--- src/common/btb_cfg.svh ---
//##############################
// BTB geometry and field widths
// Include wherever array sizes are needed
//##############################
`ifndef BTB_CFG_SVH
`define BTB_CFG_SVH

// Set count and matching index width
`define BTB_SETS  512
`define BTB_IDX_W 9

// Stored tag, partial compare only
`define BTB_TAG_W 10

// Low bits of the branch target
`define BTB_TGT_W 16

// Associativity
`define BTB_WAYS  4
`define BTB_WAY_W 2

`endif

--- src/common/btb_entry_pkg.sv ---
//##############################
// Types of stored BTB contents
//##############################
`include "btb_cfg.svh"

package btb_entry_pkg;

  // One way's tag slot
  typedef struct packed {
    logic                  valid;
    logic [`BTB_TAG_W-1:0] tag;
  } btb_tag_half_t;

  localparam int TAG_HALF_W = $bits(btb_tag_half_t);

  // RAM word of a tag bank, even way in the low half
  typedef btb_tag_half_t [1:0] btb_tag_bank_t;

  localparam int TAG_BANK_W = $bits(btb_tag_bank_t);

  // Both banks together, way 0 lowest
  typedef btb_tag_half_t [`BTB_WAYS-1:0] btb_tag_row_t;

  // Target slot and full target row
  typedef logic [`BTB_TGT_W-1:0] btb_tgt_t;
  typedef btb_tgt_t [`BTB_WAYS-1:0] btb_tgt_row_t;

  localparam int TGT_ROW_W = $bits(btb_tgt_row_t);

endpackage

--- src/common/btb_req_pkg.sv ---
//##############################
// Request and response at the BTB port
//##############################
`include "btb_cfg.svh"

package btb_req_pkg;

  // Fetch side operations
  typedef enum logic [1:0] {
    BTB_NOP    = 2'd0,
    BTB_LOOKUP = 2'd1,
    BTB_UPDATE = 2'd2,
    BTB_INVAL  = 2'd3
  } btb_op_e;

  // One request per cycle, NOP when idle
  typedef struct packed {
    btb_op_e               op;
    logic [`BTB_IDX_W-1:0] index;
    logic [`BTB_TAG_W-1:0] tag;
    logic [`BTB_WAY_W-1:0] way;
    logic [`BTB_TGT_W-1:0] target;
  } btb_req_t;

  // Lookup result, one cycle after the lookup
  typedef struct packed {
    logic                  valid;
    logic                  hit;
    logic [`BTB_WAY_W-1:0] way;
    logic [`BTB_TGT_W-1:0] target;
  } btb_resp_t;

endpackage

--- src/btb/btb_access_ctrl.sv ---
//##############################
// Request decode into array strobes
// Holds the lookup tag for the compare
//##############################
`timescale 1ns/1ps
`include "btb_cfg.svh"

module btb_access_ctrl
  import btb_entry_pkg::*, btb_req_pkg::*;
(
  input  logic                 forever_cpuclk,
  input  logic                 rst,
  input  btb_req_t             req,
  output logic                 tag_cen_b,
  output logic [`BTB_WAYS-1:0] tag_wen,
  output btb_tag_half_t        tag_din,
  output logic [`BTB_WAYS-1:0] tgt_wen,
  output btb_tgt_row_t         tgt_din,
  output logic                 clk_en,
  output btb_req_t             lk_pend
);

  logic     pend_q;
  btb_req_t req_q;

  // Any real operation selects and clocks the arrays
  assign tag_cen_b = (req.op == BTB_NOP);
  assign clk_en    = (req.op != BTB_NOP);

  always_comb begin
    tag_wen       = '0;
    tgt_wen       = '0;
    tag_din.tag   = req.tag;
    tag_din.valid = 1'b0;
    case (req.op)
      BTB_UPDATE: begin
        tag_wen[req.way] = 1'b1;
        tgt_wen[req.way] = 1'b1;
        tag_din.valid    = 1'b1;
      end
      // Clear valid, target left alone
      BTB_INVAL: tag_wen[req.way] = 1'b1;
      default: ;
    endcase
  end

  // Target in every slot, way mask selects one
  assign tgt_din = {`BTB_WAYS{req.target}};

  // Lookup in flight
  always_ff @(posedge forever_cpuclk) begin
    if (rst) begin
      pend_q <= 1'b0;
    end else begin
      pend_q <= (req.op == BTB_LOOKUP);
    end
  end

  // Tag for next cycle compare
  always_ff @(posedge forever_cpuclk) begin
    req_q <= req;
  end

  always_comb begin
    lk_pend    = req_q;
    lk_pend.op = pend_q ? BTB_LOOKUP : BTB_NOP;
  end

  // Target writes only alongside a tag write of the same way
  a_tgt_with_tag: assert property (
    @(posedge forever_cpuclk) disable iff (rst)
    (tgt_wen & ~tag_wen) == '0
  );

endmodule

--- config.mk ---
export PLATFORM = sky130hd
export DESIGN_NAME = btb_access_ctrl
export DESIGN_NICKNAME = d
export VERILOG_FILES = /design/src/common/btb_entry_pkg.sv /design/src/common/btb_req_pkg.sv /design/src/btb/btb_access_ctrl.sv
export VERILOG_INCLUDE_DIRS = /design/src /design/src/common
export SDC_FILE = /design/constraint.sdc
export NUM_CORES = 1
export LEC_CHECK = 0
export BUFFER_PORTS_ARGS = -buffer_cell sky130_fd_sc_hd__buf_2
export CAP_MARGIN = 20
export CORE_MARGIN = 2
export CORE_UTILIZATION = 33
export DETAILED_ROUTE_END_ITERATION = 10
export GPL_ROUTABILITY_DRIVEN = 0
export PLACE_DENSITY = 0.8
export RECOVER_POWER = 25
export SYNTH_ARGS = -nofsm -noshare
export SYNTH_HDL_FRONTEND = slang
export SYNTH_SLANG_ARGS = --single-unit
--- constraint.sdc ---
create_clock -name forever_cpuclk -period 0.8 [get_ports forever_cpuclk]
set_input_delay 0.16 -clock forever_cpuclk [delete_from_list [all_inputs] [get_ports forever_cpuclk]]
set_output_delay 0.16 -clock forever_cpuclk [all_outputs]
set_load 0.02 [all_outputs]
==> summary.txt <==
Pwr
  – Peak VDD IR: 0.851 mV
  – Leak: 0.00126 uW
  – Design Power: 4730 uW
  – Pwr Density: 1860 nW/um^2

Yosys
  – EDFF count, synth: 0
  – Most frequent cell after synthesis: buf_4
  – Avg Cell Area, Syn: between 10 and 15 um^2
  – Mapped Area: 1450 um^2
  – Seq cells post-synth: 38
  – Yosys warning count: 0
  – Async set-or-reset flop fraction in the synthesized netlist: 0%
  – Main synth FF type: dfxtp_1
  – Syn_nets: 169
  – Seq/Total Area, Yosys: 52.5%
  – Cell taking the most area after synthesis: dfxtp_1
  – Synth cell count leaders: 77 x buf_4, 38 x dfxtp_1, 2 x and3b_1, 2 x nor4bb_1
  – Top-area cell type share of the netlist area: 52.5%
  – Mapped Cells: between 100 and 150
  – Synth area leaders: dfxtp_1 53%, buf_4 40%, nor4bb_1 1.4%
  – Post-synthesis cell type count: 13

Global routing
  – Met2 usage: 27.4%
  – Largest net degree at the start of global routing: 12
  – Met3 Use GR: ~7.1%
  – Vias in the first global route: approximately 1100
  – Global Route Usage Sum: 14.0%
  – Initial antenna violation count: 0
  – First-pass GRT wire length: 5.29 mm
  – Gr busiest metal: met2
  – Gr ovfl total: 0
  – Met1 usage: 11.6%

CTS
  – H-tree levels: 2
  – TritonCTS clock tree: yes
  – CTS root buf: clkbuf_8
  – Clock Sinks: 38
  – Worst-path clk slew: 0.07 ns
  – Number of CTS-inserted buffers: 5
  – CTS Buffer Depth: 2

Cells and area
  – Post-layout nets: between 200 and 300
  – Layout cell share with drive strength beyond 1: 78.3%
  – Area grow syn2layout: 75.5%
  – Ant. Diodes: 0
  – Design Area, Final: 2540 um^2
  – Fillers: 341

Timing
  – Period utilisation layout: 111%
  – Slew Viols, Final: 0
  – Setup TNS: -3.19 ns
  – Hold Slack: 0.0360 ns
  – RSZ-0062 raised after global routing: yes
  – Setup WS post-layout: -0.0896 ns
  – Final setup fails: 45
  – Hold Vio Cnt, Final: 0
  – Min Tclk post-route: 0.890 ns
  – Peak Freq: between 1000 and 1500 MHz

Placed design
  – DP Wirelength: 2.43 mm
  – Placed cell areas: 1820 um^2
  – Port bufs: 163

Detailed routing
  – Antenna Nets Post-Route: 0
  – Via count: 1184
  – Total Routed Length: approximately 3.7 mm
  – Vias per inst: 3.93
  – DRC viols: 0
  – DRT Pass-1 Iters: 3
  – WL/cell: 12.3 um
  – 1st-iter DRT viols: 8

Setup path
  – Worst EP required: roughly 0.64 ns
  – CP max FO: 8
  – CP startpoint kind: input pin
  – Crit. Startpoint: req[17]
  – Crit path to: tgt_wen[1]
  – Worst Path Arrival: 0.73 ns
  – CP Capture Type: output port
  – Crit Path Class: input pin to output port

Hold path
  – Hold Crit Class: input pin to flip-flop

Die
  – Row cnt: 24
  – CORE AREA: 4290 um^2
  – Die area: 4930 um^2
  – Die X: 70.2 um
  – Die height: 70.2 um
  – Initial Util: about a third
  – I/O pin count: 165

Run status
  – Outcome: complete, but fails checks
  – Failing checks: setup timing

Job
  – Max Cap Violations: 0
-- cell usage in the layout, fill, tap and decap left out, drive strengths merged, types with 2 or more instances in the layout --
master	n
and3b	2
buf	142
clkbuf	36
dfxtp	38
dlygate4sd3	20
nor3b	2
nor4bb	2
-- kinds of logic (layout without fill, tap and decap cells) --
logic type	Yosys count	in the layout	share of synthesized area (%)
buffers and inverters	77	198	39.9
flip-flops	38	38	52.5
other	1	1	0.259
AND/OR/NAND/NOR	12	12	7.26
-- metal layers --
layer | routed length (um) | part of all wire [%]
met1 | 1140 | 31
met2 | 2060 | 56
met3 | 447 | 12
met4 | 46 | 1.2
met5 | 0 | 0
-- through the flow --
step,setup slack [ns],utilization (%),cells
6_report,-0.0896,59.2,301
5_1_grt,-0.114,59.2,301
4_1_cts,-0.102,58.3,298
3_5_place_dp,-0.177,42.3,270
3_3_place_gp,-0.158,42.3,270
2_1_floorplan,-0.0531,-,128
-- timing repair --
action / in CTS / in global routing
pin swaps: 5 / 4
gates cloned: 0 / 1
setup buffers: 1 / 1
resized for setup: 141 / 12
endpoints found under the hold margin: 19 / 1
endpoints found under the setup margin: 48 / 48
hold buffers: 19 / 1
-- worst max-delay path, cell delays in order --
cell and delay (ns):
buf_12 0.11, nor4bb_2 0.27, buf_4 0.18
-- worst min-delay path by stage --
| stage | cells past startpoint | end | startpoint | slack, ns |
|---|---|---|---|---|
| after floorplan | 0 | lk_pend[0]$_DFF_P_ | req[0] | 0.19 |
| after global placement | 1 | lk_pend[28]$_DFF_P_ | req[28] | 0.26 |
| after detailed placement | 1 | lk_pend[31]$_DFF_P_ | req[31] | 0.26 |
| after CTS | 1 | lk_pend[14]$_DFF_P_ | req[14] | 0.005 |
| after global routing | 1 | lk_pend[9]$_DFF_P_ | req[9] | 0.04 |
| final | 1 | lk_pend[14]$_DFF_P_ | req[14] | 0.04 |
-- final cells by class --
cell class / count / area, um^2 / area share [%]
repair buffers: 190 / 1410 / 55.3
clock buffers: 8 / 110 / 4.33
flip-flops and latches: 38 / 808 / 31.8
multi-input cells: 13 / 151 / 5.96
well taps: 52 / 65.1 / 2.56
-- registers in the layout (all words and copies together), names as in the netlist --
register / count
lk_pend: 37
pend_q: 1
-- report_power, final --
| part | leakage (uW) | internal (uW) | switching [uW] |
|---|---|---|---|
| combinational | 0.000883 | 550 | 648 |
| sequential | 0.000321 | 2010 | 46.0 |
| clock | 0.0000575 | 869 | 599 |
| total | 0.00126 | 3430 | 1290 |
No activity file was read; power rests on OpenSTA's default activity.
