[src/common/btb_cfg.svh]
//##############################
// BTB geometry and field widths
// Include wherever array sizes are needed
//##############################
`ifndef BTB_CFG_SVH
`define BTB_CFG_SVH

// Set count and matching index width
`define BTB_SETS  512
`define BTB_IDX_W 9

// Stored tag, partial compare only
`define BTB_TAG_W 10

// Low bits of the branch target
`define BTB_TGT_W 16

// Associativity
`define BTB_WAYS  4
`define BTB_WAY_W 2

`endif

[src/common/btb_entry_pkg.sv]
//##############################
// Types of stored BTB contents
//##############################
`include "btb_cfg.svh"

package btb_entry_pkg;

  // One way's tag slot
  typedef struct packed {
    logic                  valid;
    logic [`BTB_TAG_W-1:0] tag;
  } btb_tag_half_t;

  localparam int TAG_HALF_W = $bits(btb_tag_half_t);

  // RAM word of a tag bank, even way in the low half
  typedef btb_tag_half_t [1:0] btb_tag_bank_t;

  localparam int TAG_BANK_W = $bits(btb_tag_bank_t);

  // Both banks together, way 0 lowest
  typedef btb_tag_half_t [`BTB_WAYS-1:0] btb_tag_row_t;

  // Target slot and full target row
  typedef logic [`BTB_TGT_W-1:0] btb_tgt_t;
  typedef btb_tgt_t [`BTB_WAYS-1:0] btb_tgt_row_t;

  localparam int TGT_ROW_W = $bits(btb_tgt_row_t);

endpackage

[src/common/btb_req_pkg.sv]
//##############################
// Request and response at the BTB port
//##############################
`include "btb_cfg.svh"

package btb_req_pkg;

  // Fetch side operations
  typedef enum logic [1:0] {
    BTB_NOP    = 2'd0,
    BTB_LOOKUP = 2'd1,
    BTB_UPDATE = 2'd2,
    BTB_INVAL  = 2'd3
  } btb_op_e;

  // One request per cycle, NOP when idle
  typedef struct packed {
    btb_op_e               op;
    logic [`BTB_IDX_W-1:0] index;
    logic [`BTB_TAG_W-1:0] tag;
    logic [`BTB_WAY_W-1:0] way;
    logic [`BTB_TGT_W-1:0] target;
  } btb_req_t;

  // Lookup result, one cycle after the lookup
  typedef struct packed {
    logic                  valid;
    logic                  hit;
    logic [`BTB_WAY_W-1:0] way;
    logic [`BTB_TGT_W-1:0] target;
  } btb_resp_t;

endpackage

[src/btb/btb_hit_select.sv]
//##############################
// Tag compare and way select
//##############################
`timescale 1ns/1ps
`include "btb_cfg.svh"

module btb_hit_select
  import btb_entry_pkg::*, btb_req_pkg::*;
(
  input  logic         forever_cpuclk,
  input  logic         rst,
  input  btb_req_t     lk_pend,
  input  btb_tag_row_t tag_row,
  input  btb_tgt_row_t tgt_row,
  output btb_resp_t    resp
);

  logic                 pend;
  logic [`BTB_WAYS-1:0] match;

  assign pend = (lk_pend.op == BTB_LOOKUP);

  // Idle cycles leave stale rows on the RAM outputs, so no match then
  always_comb begin
    for (int w = 0; w < `BTB_WAYS; w++) begin
      match[w] = pend && tag_row[w].valid && (tag_row[w].tag == lk_pend.tag);
    end
  end

  always_comb begin
    resp        = '0;
    resp.valid  = pend;
    // Walk down so the lowest matching way is the last one taken
    for (int w = `BTB_WAYS - 1; w >= 0; w--) begin
      if (match[w]) begin
        resp.hit    = 1'b1;
        resp.way    = `BTB_WAY_W'(w);
        resp.target = tgt_row[w];
      end
    end
  end

  // No hit without a lookup behind it
  a_hit_needs_valid: assert property (
    @(posedge forever_cpuclk) disable iff (rst)
    resp.hit |-> resp.valid
  );

endmodule

[config.mk]
export PLATFORM = sky130hd
export DESIGN_NAME = btb_hit_select
export DESIGN_NICKNAME = d
export VERILOG_FILES = /design/src/common/btb_entry_pkg.sv /design/src/common/btb_req_pkg.sv /design/src/btb/btb_hit_select.sv
export VERILOG_INCLUDE_DIRS = /design/src /design/src/common
export SDC_FILE = /design/constraint.sdc
export NUM_CORES = 1
export LEC_CHECK = 0
export BUFFER_PORTS_ARGS = -buffer_cell sky130_fd_sc_hd__buf_2
export CORE_MARGIN = 5
export CORE_UTILIZATION = 31
export DETAILED_ROUTE_END_ITERATION = 7
export PLACE_DENSITY = 0.94
export REMOVE_ABC_BUFFERS = 1
export SYNTH_ARGS = -nofsm -noshare
export SYNTH_HDL_FRONTEND = slang
export SYNTH_SLANG_ARGS = --single-unit
[constraint.sdc]
create_clock -name vclk -period 2.9
set_input_delay 0.58 -clock vclk [all_inputs]
set_output_delay 0.58 -clock vclk [all_outputs]
set_load 0.02 [all_outputs]
==> results by stage <==
Detailed routing:
- Dividing the detail-routed wire length by the instance count gives 14.0 µm.
- The first TritonRoute pass finished after 4 iterations.
- The overall via count from detail_route is 1,751.
- The detail route stage leaves a number of antenna-violating nets equal to 0.
- In the routed layout, each cell is associated on average with a via count of about 5.1.
- Summed over all layers, the routed wires come to 4810 µm.
- In the routed design, unresolved DRC markers number 0.
- The violation count after the first detailed-route iteration is 60.

Job:
- The number of max-capacitance violations reported is 0.

Worst setup path:
- STA classifies the critical path endpoint as an output port.
- STA classifies the critical path startpoint as an input port.
- The data required time of the worst path is 2.32 ns.
- By startpoint and endpoint, the worst setup path is classified as input port to output port.
- The arrival time of the worst setup path is 2.19 ns.
- Of all nets on the critical path, the largest fanout is 18.

Synth:
- After synthesis, the cell types taking the most area are sky130_fd_sc_hd__xnor2_1 25%, sky130_fd_sc_hd__a32oi_2 13%, sky130_fd_sc_hd__nand2_1 12%.
- The synthesized instance count is 162.
- The most repeated cell in the gate-level netlist after synthesis is sky130_fd_sc_hd__nand2_1.
- For this run, the register share of the synthesized area comes to 0.
- After synthesis, the netlist uses 26 different library cells.
- The post-synthesis area per instance is 7.01 µm².
- For this run, the number of Yosys warnings is 0.
- Of the post-synthesis cell area, the dominant cell type holds 0.247.
- Summed over all instances, the cell type with the most area after synthesis is sky130_fd_sc_hd__xnor2_1.
- The netlist area before placement is 1140 µm².
- By count the netlist is led by 37 x sky130_fd_sc_hd__nand2_1, 32 x sky130_fd_sc_hd__xnor2_1, 22 x sky130_fd_sc_hd__nand3_1, 15 x sky130_fd_sc_hd__o21ai_0, 9 x sky130_fd_sc_hd__a32oi_2.

Status:
- The run finished with clean final reports.

Timing:
- After layout, the minimum clock period comes to 2.77 ns.
- The final count of hold timing violations is 0.
- Based on the critical path, the design can be clocked at up to 361 MHz.
- The normalized max-slew margin is 0.781.
- Setup repair after global routing left no endpoint under its margin.
- Across all setup checks in the final design, the least slack found is approximately 0.13 ns.
- Setup violations remaining at the end of the flow were counted as 0.
- The final worst-path cycle share is 0.955.
- The final count of pins violating max slew is 0.
- At the pin with the least slew margin, the transition time is around 0.33 ns.

Floorplan:
- The count of pins on the block boundary is 169.
- The area of the die is ~5000 µm².
- For this configuration, the core starts out at a cell density of 0.315.
- The vertical extent of the die is 70.5 µm.
- From left edge to right edge, the die measures 70.5 µm.
- The placeable core region is 3610 µm².
- The number of rows created at floorplan is 22.

Global routing:
- Across every metal layer, demand over resource in global routing totals 0.174.
- The pin count of the biggest net entering global routing is 19.
- The via count of the first global-routing pass is 1,755.
- The total grt overflow is 0.
- The first-pass GRT wire length is 7470 µm.
- The initial antenna violation count is 0.

Place:
- The HPWL after detailed placement is 4070 µm.
- OpenSTA, run right after detailed placement, puts the worst setup slack at 0.0822 ns.
- In this run the tool buffered the top-level ports with 140 buffer cells.
- The weighted congestion at the end of routability-driven global placement is 0.866.

Power and ir drop:
- The power density of the placed cells is 88.0 nW/µm².
- The analysis attributes to cell leakage a power of between 0.8 and 0.9 nW.
- Total power for the finished layout comes to 0.164 mW.
- The peak supply drop is 0.0000737 V.

Cells and area:
- The clock buffer instance count of the final layout is 0.
- In the final layout, the share of cells above drive strength 1 is 0.553.
- After the last flow step, the layout net total stands at 446.
- The register cell area after layout is 0 µm².
- For this run, the share of the core covered by cells in the final layout is 0.518.
- The layout overhead on the synthesized area is 64.4%.
- The count of inserted antenna diode cells is 0.
- The number of sequential cells is 0.

Hold path:
- Along the worst hold path, the cell count comes to 3.
- The path with the worst hold slack has its endpoint at resp[19].
- The worst hold path class is input port to output port.
- The startpoint of the lowest-slack hold path is lk_pend[38].
-- routing by layer --
layer / track usage / share of wire
met1: 0.194 / 0.36
met2: 0.347 / 0.51
met3: 0.0355 / 0.12
met4: 0.0167 / 0.0021
met5: 0 / 0
-- metrics by stage --
stage | hold WS, ns | instance area (µm²) | cells | setup TNS [ns]
2_1_floorplan | 1.22 | 1030 | 148 | -2.92
3_3_place_gp | 1.45 | 1860 | 343 | 0
3_5_place_dp | 1.45 | 1860 | 343 | 0
4_1_cts | 1.46 | 1860 | 343 | 0
5_1_grt | 1.47 | 1870 | 343 | 0
6_report | 1.46 | 1870 | 343 | 0
-- power breakdown --
group	internal, mW	switching (mW)	total, mW
Clock	0	0	0
Combinational	0.0984	0.0661	0.164
Sequential	0	0	0
Total	0.0984	0.0661	0.164
-- area by class of cell --
cell class / count / area [µm²]
repair buffers: 147 / 766
multi-input cells: 148 / 1040
fillers: 344 / 1740
well taps: 48 / 60.1
-- cell families (layout without fill, tap and decap cells) --
family	count (synthesis)	in the layout	synth area share
xor gates and xnor gates	40	40	0.315
and+or+nand+nor	75	75	0.333
AOI/OAI and AO/OA	33	33	0.258
buffers and inverters	14	147	0.0947
-- cells in the final DEF (no fill, tap or decap) --
| cell type | count |
|---|---|
| sky130_fd_sc_hd__nand4_1 | 4 |
| sky130_fd_sc_hd__nor4_2 | 2 |
| sky130_fd_sc_hd__nor2b_4 | 1 |
| sky130_fd_sc_hd__buf_12 | 1 |
| sky130_fd_sc_hd__buf_4 | 6 |
| sky130_fd_sc_hd__and4_1 | 1 |
| sky130_fd_sc_hd__nor2_1 | 1 |
| sky130_fd_sc_hd__a32oi_1 | 7 |
| sky130_fd_sc_hd__o21ai_0 | 15 |
| sky130_fd_sc_hd__a32oi_2 | 9 |
| sky130_fd_sc_hd__or4_4 | 1 |
| sky130_fd_sc_hd__xnor2_1 | 32 |
| sky130_fd_sc_hd__or4_1 | 1 |
| sky130_fd_sc_hd__o21ai_1 | 1 |
| sky130_fd_sc_hd__nor2b_1 | 1 |
| sky130_fd_sc_hd__nor4_4 | 1 |
| sky130_fd_sc_hd__nand3_1 | 22 |
| sky130_fd_sc_hd__nor4_1 | 1 |
| sky130_fd_sc_hd__xnor2_2 | 1 |
| sky130_fd_sc_hd__and2_4 | 1 |
| sky130_fd_sc_hd__nor3_1 | 1 |
| sky130_fd_sc_hd__a21oi_1 | 1 |
| sky130_fd_sc_hd__nand2_1 | 37 |
| sky130_fd_sc_hd__buf_2 | 140 |
| sky130_fd_sc_hd__xor2_1 | 7 |
-- critical path, cell delays in order --
cell and delay [ns]:
sky130_fd_sc_hd__buf_2 0.14, sky130_fd_sc_hd__xnor2_1 0.17, sky130_fd_sc_hd__nand3_1 0.14, sky130_fd_sc_hd__or4_4 0.50, sky130_fd_sc_hd__and2_4 0.26, sky130_fd_sc_hd__a32oi_2 0.20
sky130_fd_sc_hd__buf_2 0.19
-- how the worst max path moves through the flow --
stage | startpoint | endpoint | slack, ns | cells after the start
floorplan | lk_pend[37] | resp[0] | -0.20 | 5
global placement | lk_pend[38] | resp[2] | 0.11 | 7
detailed placement | lk_pend[38] | resp[12] | 0.08 | 7
CTS | lk_pend[38] | resp[12] | 0.08 | 7
global route | lk_pend[18] | resp[2] | 0.02 | 7
finish | lk_pend[24] | resp[12] | 0.13 | 7
-- repair_timing --
item | CTS | global route
hold buffers | 0 | 0
gates resized for setup | 0 | 1
buffers inserted | 0 | 0
setup endpoints to repair | 0 | 9
No activity file was read; power rests on OpenSTA's default activity.
